===== config.mk =====
export PLATFORM = sky130hd
export DESIGN_NAME = hwpe_subsystem
export DESIGN_NICKNAME = d
export VERILOG_FILES = /design/src/design/hwpe_pkg.sv /design/src/design/hwpe_beat_collect.sv /design/src/design/hwpe_beat_dispatch.sv /design/src/design/hwpe_cfg_regs.sv /design/src/design/hwpe_ctrl.sv /design/src/design/hwpe_lane.sv /design/src/design/hwpe_subsystem.sv
export VERILOG_INCLUDE_DIRS = /design/src /design/src/design
export SDC_FILE = /design/constraint.sdc
export NUM_CORES = 1
export LEC_CHECK = 0
export BUFFER_PORTS_ARGS = -buffer_cell sky130_fd_sc_hd__buf_2
export CELL_PAD_IN_SITES_DETAIL_PLACEMENT = 0
export CELL_PAD_IN_SITES_GLOBAL_PLACEMENT = 1
export CORE_ASPECT_RATIO = 0.75
export CORE_MARGIN = 1.5
export CORE_UTILIZATION = 49
export DETAILED_ROUTE_END_ITERATION = 8
export GPL_TIMING_DRIVEN = 0
export PLACE_DENSITY = 0.85
export SLEW_MARGIN = 10
export SYNTH_ARGS = -nofsm -noshare
export SYNTH_HDL_FRONTEND = slang
export SYNTH_HIERARCHICAL = 1
export SYNTH_SLANG_ARGS = --single-unit
export TNS_END_PERCENT = 20

===== constraint.sdc =====
create_clock -name clk_i -period 9 [get_ports clk_i]
set_input_delay 0.9 -clock clk_i [delete_from_list [all_inputs] [get_ports clk_i]]
set_output_delay 0.9 -clock clk_i [all_outputs]
set_load 0.02 [all_outputs]

===== src/design/hwpe_config.svh =====
// HWPE subsystem build constants
`ifndef HWPE_CONFIG_SVH
`define HWPE_CONFIG_SVH

// number of 32-bit lanes in one memory beat
`define HWPE_N_LANES 4

// width of a single lane word
`define HWPE_WORD_W 32

// beat address width, the memory holds 4096 beats
`define HWPE_ADDR_W 12

// job length in beats, also used for the in-flight beat offset
`define HWPE_LEN_W 8

// a full beat as seen on the memory port
`define HWPE_BEAT_W (`HWPE_N_LANES * `HWPE_WORD_W)

`endif


===== src/design/hwpe_pkg.sv =====
// HWPE shared types and register map
`include "hwpe_config.svh"

package hwpe_pkg;

  // per-word transform applied by every lane
  typedef enum logic [1:0] {
    OP_COPY,
    OP_ADD,
    OP_XOR,
    OP_FILL
  } hwpe_op_e;

  // job controller states
  typedef enum logic [1:0] {
    ST_IDLE,
    ST_READ,
    ST_DRAIN
  } ctrl_state_e;

  // register offsets on the configuration port
  localparam logic [2:0] REG_SRC     = 3'd0;
  localparam logic [2:0] REG_DST     = 3'd1;
  localparam logic [2:0] REG_LEN     = 3'd2;
  localparam logic [2:0] REG_OP      = 3'd3;
  localparam logic [2:0] REG_CONST   = 3'd4;
  localparam logic [2:0] REG_TRIGGER = 3'd5;
  localparam logic [2:0] REG_STATUS  = 3'd6;

  typedef struct packed {
    logic                    valid;
    logic                    we;
    logic [2:0]              addr;
    logic [`HWPE_WORD_W-1:0] wdata;
  } cfg_req_t;

  typedef struct packed {
    logic                    rvalid;
    logic [`HWPE_WORD_W-1:0] rdata;
  } cfg_rsp_t;

  // read and write carry their own address so both can go out in one cycle
  typedef struct packed {
    logic                    rd;
    logic [`HWPE_ADDR_W-1:0] rd_addr;
    logic                    wr;
    logic [`HWPE_ADDR_W-1:0] wr_addr;
    logic [`HWPE_BEAT_W-1:0] wdata;
  } mem_req_t;

  typedef struct packed {
    logic                    rvalid;
    logic [`HWPE_BEAT_W-1:0] rdata;
  } mem_rsp_t;

  typedef struct packed {
    logic                    valid;
    logic [`HWPE_WORD_W-1:0] word;
  } lane_item_t;

  // job snapshot taken when the trigger is accepted
  typedef struct packed {
    logic [`HWPE_ADDR_W-1:0] src;
    logic [`HWPE_ADDR_W-1:0] dst;
    logic [`HWPE_LEN_W-1:0]  len;
    hwpe_op_e                op;
    logic [`HWPE_WORD_W-1:0] konst;
  } job_cfg_t;

endpackage


===== src/design/hwpe_beat_collect.sv =====
// HWPE write beat collector
`timescale 1ns/1ps
`include "hwpe_config.svh"

module hwpe_beat_collect (
  input  logic                                     clk_i,
  input  logic                                     rst_n_i,
  input  hwpe_pkg::lane_item_t [`HWPE_N_LANES-1:0] items_i,
  input  logic [`HWPE_LEN_W-1:0]                   off_i,
  input  logic [`HWPE_ADDR_W-1:0]                  dst_i,
  output logic                                     wr_o,
  output logic [`HWPE_ADDR_W-1:0]                  wr_addr_o,
  output logic [`HWPE_BEAT_W-1:0]                  wr_data_o
);

  logic [`HWPE_LEN_W-1:0]   off_q;
  logic                     wr_q;
  logic [`HWPE_ADDR_W-1:0]  wr_addr_q;
  logic [`HWPE_BEAT_W-1:0]  wr_data_q;
  logic [`HWPE_N_LANES-1:0] lane_valid;
  logic [`HWPE_BEAT_W-1:0]  beat;

  // lanes run in lockstep, a beat is complete once every lane holds a word
  always_comb begin
    for (int i = 0; i < `HWPE_N_LANES; i++) begin
      lane_valid[i] = items_i[i].valid;
      beat[i*`HWPE_WORD_W +: `HWPE_WORD_W] = items_i[i].word;
    end
  end

  // the lane stage adds one cycle, so the offset is held once more
  always_ff @(posedge clk_i) begin
    off_q <= off_i;
  end

  always_ff @(posedge clk_i or negedge rst_n_i) begin
    if (!rst_n_i) begin
      wr_q <= 1'b0;
    end else begin
      wr_q <= &lane_valid;
    end
  end

  always_ff @(posedge clk_i) begin
    if (&lane_valid) begin
      wr_addr_q <= dst_i + `HWPE_ADDR_W'(off_q);
      wr_data_q <= beat;
    end
  end

  // this strobe doubles as the write-done count for the controller
  assign wr_o      = wr_q;
  assign wr_addr_o = wr_addr_q;
  assign wr_data_o = wr_data_q;

endmodule


===== src/design/hwpe_beat_dispatch.sv =====
// HWPE read beat dispatcher
`timescale 1ns/1ps
`include "hwpe_config.svh"

module hwpe_beat_dispatch (
  input  logic                                       clk_i,
  input  logic                                       rst_n_i,
  input  hwpe_pkg::mem_rsp_t                         rsp_i,
  input  logic [`HWPE_LEN_W-1:0]                     off_i,
  output hwpe_pkg::lane_item_t [`HWPE_N_LANES-1:0]   items_o,
  output logic [`HWPE_LEN_W-1:0]                     off_o
);

  logic [`HWPE_LEN_W-1:0]                     off_d_q;
  logic [`HWPE_LEN_W-1:0]                     off_q;
  logic [`HWPE_N_LANES-1:0]                   valid_q;
  logic [`HWPE_N_LANES-1:0][`HWPE_WORD_W-1:0] word_q;

  // memory answers one cycle after the strobe, the offset waits with it
  always_ff @(posedge clk_i) begin
    off_d_q <= off_i;
    off_q   <= off_d_q;
  end

  always_ff @(posedge clk_i or negedge rst_n_i) begin
    if (!rst_n_i) begin
      valid_q <= '0;
    end else begin
      valid_q <= {`HWPE_N_LANES{rsp_i.rvalid}};
    end
  end

  // lane 0 takes the lowest word of the beat
  always_ff @(posedge clk_i) begin
    if (rsp_i.rvalid) begin
      word_q <= rsp_i.rdata;
    end
  end

  always_comb begin
    for (int i = 0; i < `HWPE_N_LANES; i++) begin
      items_o[i] = '{valid: valid_q[i], word: word_q[i]};
    end
  end

  assign off_o = off_q;

endmodule


===== src/design/hwpe_cfg_regs.sv =====
// HWPE configuration register file
`timescale 1ns/1ps
`include "hwpe_config.svh"

module hwpe_cfg_regs (
  input  logic                clk_i,
  input  logic                rst_n_i,
  input  hwpe_pkg::cfg_req_t  cfg_i,
  output hwpe_pkg::cfg_rsp_t  cfg_o,
  input  logic                busy_i,
  output hwpe_pkg::job_cfg_t  job_o,
  output logic                start_o
);

  logic [`HWPE_ADDR_W-1:0] src_q;
  logic [`HWPE_ADDR_W-1:0] dst_q;
  logic [`HWPE_LEN_W-1:0]  len_q;
  hwpe_pkg::hwpe_op_e      op_q;
  logic [`HWPE_WORD_W-1:0] konst_q;
  hwpe_pkg::job_cfg_t      job_q;
  logic                    rvalid_q;
  logic [`HWPE_WORD_W-1:0] rdata_q;
  logic                    wr_en;
  logic                    rd_en;

  // the register file is locked while a job runs, reads stay open
  assign wr_en = cfg_i.valid & cfg_i.we & ~busy_i;
  assign rd_en = cfg_i.valid & ~cfg_i.we;

  // an empty job never starts, so a zero length trigger is dropped
  assign start_o = wr_en && (cfg_i.addr == hwpe_pkg::REG_TRIGGER) && (len_q != '0);

  always_ff @(posedge clk_i or negedge rst_n_i) begin
    if (!rst_n_i) begin
      src_q   <= '0;
      dst_q   <= '0;
      len_q   <= '0;
      op_q    <= hwpe_pkg::OP_COPY;
      konst_q <= '0;
    end else if (wr_en) begin
      case (cfg_i.addr)
        hwpe_pkg::REG_SRC:   src_q   <= cfg_i.wdata[`HWPE_ADDR_W-1:0];
        hwpe_pkg::REG_DST:   dst_q   <= cfg_i.wdata[`HWPE_ADDR_W-1:0];
        hwpe_pkg::REG_LEN:   len_q   <= cfg_i.wdata[`HWPE_LEN_W-1:0];
        hwpe_pkg::REG_OP:    op_q    <= hwpe_pkg::hwpe_op_e'(cfg_i.wdata[1:0]);
        hwpe_pkg::REG_CONST: konst_q <= cfg_i.wdata;
        // trigger and status hold no state here
        default: ;
      endcase
    end
  end

  // snapshot of the job so later register writes cannot disturb it
  always_ff @(posedge clk_i) begin
    if (start_o) begin
      job_q <= '{src: src_q, dst: dst_q, len: len_q, op: op_q, konst: konst_q};
    end
  end

  // read answers come back exactly one cycle after the request
  always_ff @(posedge clk_i or negedge rst_n_i) begin
    if (!rst_n_i) begin
      rvalid_q <= 1'b0;
    end else begin
      rvalid_q <= rd_en;
    end
  end

  always_ff @(posedge clk_i) begin
    if (rd_en) begin
      case (cfg_i.addr)
        hwpe_pkg::REG_SRC:    rdata_q <= `HWPE_WORD_W'(src_q);
        hwpe_pkg::REG_DST:    rdata_q <= `HWPE_WORD_W'(dst_q);
        hwpe_pkg::REG_LEN:    rdata_q <= `HWPE_WORD_W'(len_q);
        hwpe_pkg::REG_OP:     rdata_q <= `HWPE_WORD_W'(op_q);
        hwpe_pkg::REG_CONST:  rdata_q <= konst_q;
        // status carries busy in bit 0
        hwpe_pkg::REG_STATUS: rdata_q <= `HWPE_WORD_W'(busy_i);
        default:              rdata_q <= '0;
      endcase
    end
  end

  assign cfg_o = '{rvalid: rvalid_q, rdata: rdata_q};
  assign job_o = job_q;

endmodule


===== src/design/hwpe_ctrl.sv =====
// HWPE job controller
`timescale 1ns/1ps
`include "hwpe_config.svh"

module hwpe_ctrl (
  input  logic                    clk_i,
  input  logic                    rst_n_i,
  input  logic                    start_i,
  input  hwpe_pkg::job_cfg_t      job_i,
  input  logic                    wr_done_i,
  output logic                    rd_o,
  output logic [`HWPE_ADDR_W-1:0] rd_addr_o,
  output logic [`HWPE_LEN_W-1:0]  rd_off_o,
  output logic                    busy_o,
  output logic                    evt_o
);

  hwpe_pkg::ctrl_state_e  state_q;
  logic [`HWPE_LEN_W-1:0] rd_cnt_q;
  logic [`HWPE_LEN_W-1:0] wr_cnt_q;
  logic                   evt_q;
  logic [`HWPE_LEN_W-1:0] len_m1;
  logic                   last_rd;
  logic                   last_wr;

  // both counters run from zero up to len-1
  assign len_m1  = job_i.len - `HWPE_LEN_W'(1);
  assign last_rd = (rd_cnt_q == len_m1);
  assign last_wr = wr_done_i && (wr_cnt_q == len_m1);

  always_ff @(posedge clk_i or negedge rst_n_i) begin
    if (!rst_n_i) begin
      state_q  <= hwpe_pkg::ST_IDLE;
      rd_cnt_q <= '0;
      wr_cnt_q <= '0;
      evt_q    <= 1'b0;
    end else begin
      evt_q <= 1'b0;
      case (state_q)
        hwpe_pkg::ST_IDLE: begin
          if (start_i) begin
            rd_cnt_q <= '0;
            wr_cnt_q <= '0;
            state_q  <= hwpe_pkg::ST_READ;
          end
        end
        hwpe_pkg::ST_READ: begin
          // one read strobe per cycle, writes may already come back here
          rd_cnt_q <= rd_cnt_q + `HWPE_LEN_W'(1);
          if (wr_done_i) begin
            wr_cnt_q <= wr_cnt_q + `HWPE_LEN_W'(1);
          end
          if (last_rd) begin
            state_q <= hwpe_pkg::ST_DRAIN;
          end
        end
        hwpe_pkg::ST_DRAIN: begin
          if (wr_done_i) begin
            wr_cnt_q <= wr_cnt_q + `HWPE_LEN_W'(1);
          end
          // the event lands in the same cycle that busy drops
          if (last_wr) begin
            evt_q   <= 1'b1;
            state_q <= hwpe_pkg::ST_IDLE;
          end
        end
        default: state_q <= hwpe_pkg::ST_IDLE;
      endcase
    end
  end

  assign rd_o      = (state_q == hwpe_pkg::ST_READ);
  assign rd_off_o  = rd_cnt_q;
  assign rd_addr_o = job_i.src + `HWPE_ADDR_W'(rd_cnt_q);
  assign busy_o    = (state_q != hwpe_pkg::ST_IDLE);
  assign evt_o     = evt_q;

endmodule


===== src/design/hwpe_lane.sv =====
// HWPE single lane stage
`timescale 1ns/1ps
`include "hwpe_config.svh"

module hwpe_lane (
  input  logic                    clk_i,
  input  logic                    rst_n_i,
  input  hwpe_pkg::lane_item_t    item_i,
  input  hwpe_pkg::hwpe_op_e      op_i,
  input  logic [`HWPE_WORD_W-1:0] konst_i,
  output hwpe_pkg::lane_item_t    item_o
);

  logic                    valid_q;
  logic [`HWPE_WORD_W-1:0] word_q;
  logic [`HWPE_WORD_W-1:0] result;

  // add wraps modulo 2^32 since the carry is simply dropped
  always_comb begin
    case (op_i)
      hwpe_pkg::OP_COPY: result = item_i.word;
      hwpe_pkg::OP_ADD:  result = item_i.word + konst_i;
      hwpe_pkg::OP_XOR:  result = item_i.word ^ konst_i;
      hwpe_pkg::OP_FILL: result = konst_i;
      default:           result = item_i.word;
    endcase
  end

  always_ff @(posedge clk_i or negedge rst_n_i) begin
    if (!rst_n_i) begin
      valid_q <= 1'b0;
    end else begin
      valid_q <= item_i.valid;
    end
  end

  always_ff @(posedge clk_i) begin
    if (item_i.valid) begin
      word_q <= result;
    end
  end

  assign item_o = '{valid: valid_q, word: word_q};

endmodule


===== src/design/hwpe_subsystem.sv =====
// HWPE subsystem top level
`timescale 1ns/1ps
`include "hwpe_config.svh"

module hwpe_subsystem (
  input  logic               clk_i,
  input  logic               rst_n_i,
  input  hwpe_pkg::cfg_req_t cfg_i,
  output hwpe_pkg::cfg_rsp_t cfg_o,
  output hwpe_pkg::mem_req_t mem_o,
  input  hwpe_pkg::mem_rsp_t mem_i,
  output logic               evt_o,
  output logic               busy_o
);

  hwpe_pkg::job_cfg_t                     job;
  logic                                   start;
  logic                                   busy;
  logic                                   rd;
  logic [`HWPE_ADDR_W-1:0]                rd_addr;
  logic [`HWPE_LEN_W-1:0]                 rd_off;
  hwpe_pkg::lane_item_t [`HWPE_N_LANES-1:0] disp_items;
  logic [`HWPE_LEN_W-1:0]                 disp_off;
  hwpe_pkg::lane_item_t [`HWPE_N_LANES-1:0] lane_items;
  logic                                   wr;
  logic [`HWPE_ADDR_W-1:0]                wr_addr;
  logic [`HWPE_BEAT_W-1:0]                wr_data;

  hwpe_cfg_regs cfg_regs_inst (
    .clk_i   ( clk_i   ),
    .rst_n_i ( rst_n_i ),
    .cfg_i   ( cfg_i   ),
    .cfg_o   ( cfg_o   ),
    .busy_i  ( busy    ),
    .job_o   ( job     ),
    .start_o ( start   )
  );

  // the collector's write strobe closes the loop on the job count
  hwpe_ctrl ctrl_inst (
    .clk_i     ( clk_i   ),
    .rst_n_i   ( rst_n_i ),
    .start_i   ( start   ),
    .job_i     ( job     ),
    .wr_done_i ( wr      ),
    .rd_o      ( rd      ),
    .rd_addr_o ( rd_addr ),
    .rd_off_o  ( rd_off  ),
    .busy_o    ( busy    ),
    .evt_o     ( evt_o   )
  );

  hwpe_beat_dispatch dispatch_inst (
    .clk_i   ( clk_i      ),
    .rst_n_i ( rst_n_i    ),
    .rsp_i   ( mem_i      ),
    .off_i   ( rd_off     ),
    .items_o ( disp_items ),
    .off_o   ( disp_off   )
  );

  // one identical stage per 32-bit word of the beat
  for (genvar i = 0; i < `HWPE_N_LANES; i++) begin : gen_lane
    hwpe_lane lane_inst (
      .clk_i   ( clk_i         ),
      .rst_n_i ( rst_n_i       ),
      .item_i  ( disp_items[i] ),
      .op_i    ( job.op        ),
      .konst_i ( job.konst     ),
      .item_o  ( lane_items[i] )
    );
  end

  hwpe_beat_collect collect_inst (
    .clk_i     ( clk_i      ),
    .rst_n_i   ( rst_n_i    ),
    .items_i   ( lane_items ),
    .off_i     ( disp_off   ),
    .dst_i     ( job.dst    ),
    .wr_o      ( wr         ),
    .wr_addr_o ( wr_addr    ),
    .wr_data_o ( wr_data    )
  );

  // read side comes from the controller, write side from the collector
  assign mem_o.rd      = rd;
  assign mem_o.rd_addr = rd_addr;
  assign mem_o.wr      = wr;
  assign mem_o.wr_addr = wr_addr;
  assign mem_o.wdata   = wr_data;
  assign busy_o        = busy;

endmodule


==> results.md <==
- Fin nets: 3,067
- Ys Warns: 6
- Worst-path cell chain: inv_1 -> fa_1 -> nor2b_1 -> o2111ai_1 -> a21oi_1 -> nor2_1 -> a2111oi_2 -> nor2_1 -> a21oi_1 -> xor2_1 -> mux4_2
- Tot Pwr: 7.44 mW
- Core area: 63,500 um^2
- # placed instances: 3,548
- Final ANT Viol Nets: 0
- Part of the power in combinational logic: 16.9%
- Main combinational cell family by area after synthesis: compound AO/OA/AOI/OAI gates
- Synth Area in XOR/XNOR: 3.91%
- DR vias: 21,700
- Routability cong.: 0.919
- Crit share post-route: 47.8%
- Drt drc: 0
- Filler cell count: 5,144
- Clk sinks: 610
- Post-synth EDFFs: 494
- Biggest cell delay along the critical path: 1.03 ns
- Worst EP arrival: 4.69 ns
- Highest Clock Rate: 232 MHz
- Cells after synthesis: 2,321
- Syn_nets: 2,641
- Initial DRC Count: 2,146
- Status: completed
- Clk pin slew, worst setup/hold paths: 0.06 ns
- Critical path's slowest cell: edfxtp_1
- Slew margin rel.: 30.8%
- Crit-path max FO: 12
- Final WL: 88,800 um
- Peak VDD IR: 0.000140 V
- Met3 Wirelength: 7540 um
- WP data required: 9.39 ns
- Global-route wire length before repair: 130,000 um
- Adder-Cell Fraction of Synth Area: 6.24%
- Worst-Margin Slew: 1.04 ns
- Total CTS buffers: 58
- Fraction of synthesized area in multiplexers: 10.4%
- Seq/Total Area, Yosys: 56.2%
- Switching power: 1.99 mW
- Worst Hold Class: in -> async
- # IOs: 357
- I/O Buffers: 355
- Placement Setup Slack: 4.70 ns
- Maxcap violations: 0
- Clk pwr share: 34.4%
- Clk Latency, worst-skew pair: 0.66 ns
- Chip Height: 222 um
- Simple-gate portion of the synthesized area: 8.02%
- Element type at the critical path end: register
- Synthesized area per cell: 13.5 um^2
- Die area: 65,600 um^2
- Synth Flop Type: edfxtp_1
- Synth Cell Area: 31,400 um^2
- Cell Int Power: 5.44 mW
- CTS tree: yes
- Initial Utilization: 49.4%
- CTS H-tree lvls: 2
- Area Growth Syn to Fin: 16.3%
- Commonest non-fill, non-tap cell in the layout: edfxtp_1
- Distinct cells, synth: 117
- Rows: 80
- Top layer in use: met5
- Final slew viol count: 0
- Overall Global Routing Usage: 26.7%
- Synth Area in Compound Gates: 12.4%
- Die X: 295 um
- Sequential share of power: 48.7%
- Pin count of the biggest net entering global routing: 78
- Post-CTS Setup Inserts: 0
- Async set or reset register ratio after synthesis: 15.1%
- Critical setup path kind: reg -> reg
- Clock Path Buffers: 3
- Leak: 14.5 nW
- Final hold vios: 0
- M1 WL: 38,400 um
- Synth Register Bits: 610
- PnR worst setup slack: 4.70 ns
- Switching portion of total power: 26.8%
- CTS Root Cell: clkbuf_16
- Initial antenna violation count: 13
- Most frequent cells in the layout: edfxtp_1, buf_2, a21oi_1
- Final setup fails: 0
- Met2 routed WL: 39,600 um
- Post-CTS sizing: 0
- Vias in the first global route: 21,000
- Fin util: 57.5%
- Area of the multi-input gates: 12,900 um^2
- Final Non-Filler Cells: 3,658
- Clock Skews: 0.0668 ns
- Storage element area: 17,600 um^2
- TritonRoute pass-1 iters: 6
- Drt wl/cell: 24.3 um
- PwrDens: 204 nW/um^2
- Vias per cell: 5.92
- Crit start category: register
- DPL Wire Length: 65,100 um
- Ratio of cells with drive above 1 in the final layout: 26.0%
- Minimum clock period: 4.30 ns
- Total congestion overflow: 0
- CTS Hold Bufs: 0
- RSZ-0062 raised after global routing: no
==> Yosys cell counts (18+ instances only) <==
master | n | share of area (%)
inv_1 | 75 | 0.90
xnor2_1 | 82 | 2.3
o21ai_0 | 106 | 1.7
o21a_1 | 23 | 0.55
clkbuf_1 | 50 | 0.60
nand2_1 | 136 | 1.6
and2_1 | 31 | 0.62
mux2_2 | 37 | 1.3
a21oi_1 | 149 | 2.4
nor2_1 | 107 | 1.3
dfrtp_1 | 92 | 7.3
mux2i_1 | 18 | 0.57
xor2_1 | 53 | 1.5
edfxtp_1 | 494 | 47
nor3_1 | 22 | 0.35
dfxtp_1 | 24 | 1.5
a21o_1 | 58 | 1.4
mux2_4 | 30 | 1.4
ha_1 | 146 | 5.8
mux4_2 | 90 | 6.5
a211oi_1 | 18 | 0.43
nor2b_1 | 18 | 0.36
nand4_1 | 22 | 0.44
nand3_1 | 52 | 0.83
nand2b_1 | 24 | 0.48
==> stage by stage <==
step / hold WS (ns) / area (um^2) / setup TNS (ns)
CTS: 0.261 / 36500 / 0
global route: 0.302 / 36500 / 0
detailed placement: 0.312 / 34500 / 0
finish: 0.276 / 36500 / 0
floorplan: 0.310 / 31400 / 0
global placement: 0.310 / 34200 / -119.40
==> final timing paths <==
kind	startpoint	end	slack [ns]	cells after the start
worst max-delay path	cfg_regs_inst/job_o[1]	gen_lane[1].lane_inst/word_q[24]	4.70	11
worst min-delay path	rst_n_i	gen_lane[3].lane_inst/valid_q	0.28	1
worst max register to register	cfg_regs_inst/job_o[1]	gen_lane[1].lane_inst/word_q[24]	4.70	11
worst min register to register	dispatch_inst/off_d_q[5]	dispatch_inst/off_o[5]	0.33	0
max in group asynchronous	rst_n_i	cfg_regs_inst/konst_q[25]	7.98	2
min in group clk_i	dispatch_inst/off_d_q[5]	dispatch_inst/off_o[5]	0.33	0
==> cell type report <==
type	instances	area share [%]
sequential	610	48.3
multi-input combinational	1530	35.3
timing repair buffer	366	5.56
clock buffer	69	4.12
tap	861	2.95
buffer	105	1.66
clock inverter	40	1.33
inverter	76	0.782
antenna	1	0.00686
==> registers in the layout (all words and copies together) (netlist names), 8 cells and up <==
| name | count |
|---|---|
| collect_inst/wr_data_o | 128 |
| dispatch_inst/items_o | 128 |
| gen_lane.lane_inst/word_q | 128 |
| cfg_regs_inst/job_o | 66 |
| cfg_regs_inst/konst_q | 32 |
| cfg_regs_inst/rdata_q | 32 |
| cfg_regs_inst/dst_q | 12 |
| cfg_regs_inst/src_q | 12 |
| collect_inst/wr_addr_o | 12 |
| cfg_regs_inst/len_q | 8 |
| collect_inst/off_q | 8 |
| ctrl_inst/rd_off_o | 8 |
| ctrl_inst/wr_cnt_q | 8 |
| dispatch_inst/off_d_q | 8 |
| dispatch_inst/off_o | 8 |
==> cell families (layout without fill, tap and decap cells) <==
logic type	after synthesis	in the layout
other	0	1
AOI/OAI and AO/OA	561	561
and+or+nand+nor	491	491
adders and majority gates	153	153
muxes	188	188
buffers and inverters	181	656
xor gates and xnor gates	137	137
DFF	610	610
==> power groups by stage <==
stage                     logic (mW)  registers (mW)  clock network (mW)
after floorplan                0.894            3.59                   0
after global placement          1.19            3.67                   0
after detailed placement        1.24            3.67                   0
after CTS                       1.25            3.62                2.61
after global routing            1.37            3.65                2.71
final                           1.26            3.62                2.56
==> metal layers <==
layer / vias to the layer above / global-route usage (%)
li1: 9826 / -
met1: 10800 / 38.0
met2: 880 / 40.4
met3: 172 / 5.88
met4: 12 / 9.79
met5: - / 0
==> worst max-delay path, delay by kind of cell, from the launching register on <==
family                     cells  cell delay (ns)
AOI/OAI and AO/OA              4             1.26
xor gates and xnor gates       1             0.08
adders and majority gates      1             0.45
buffers and inverters          1             0.15
DFF                            1             1.03
muxes                          1             0.46
and+or+nand+nor                3             0.58
No activity file was read; power rests on OpenSTA's default activity.
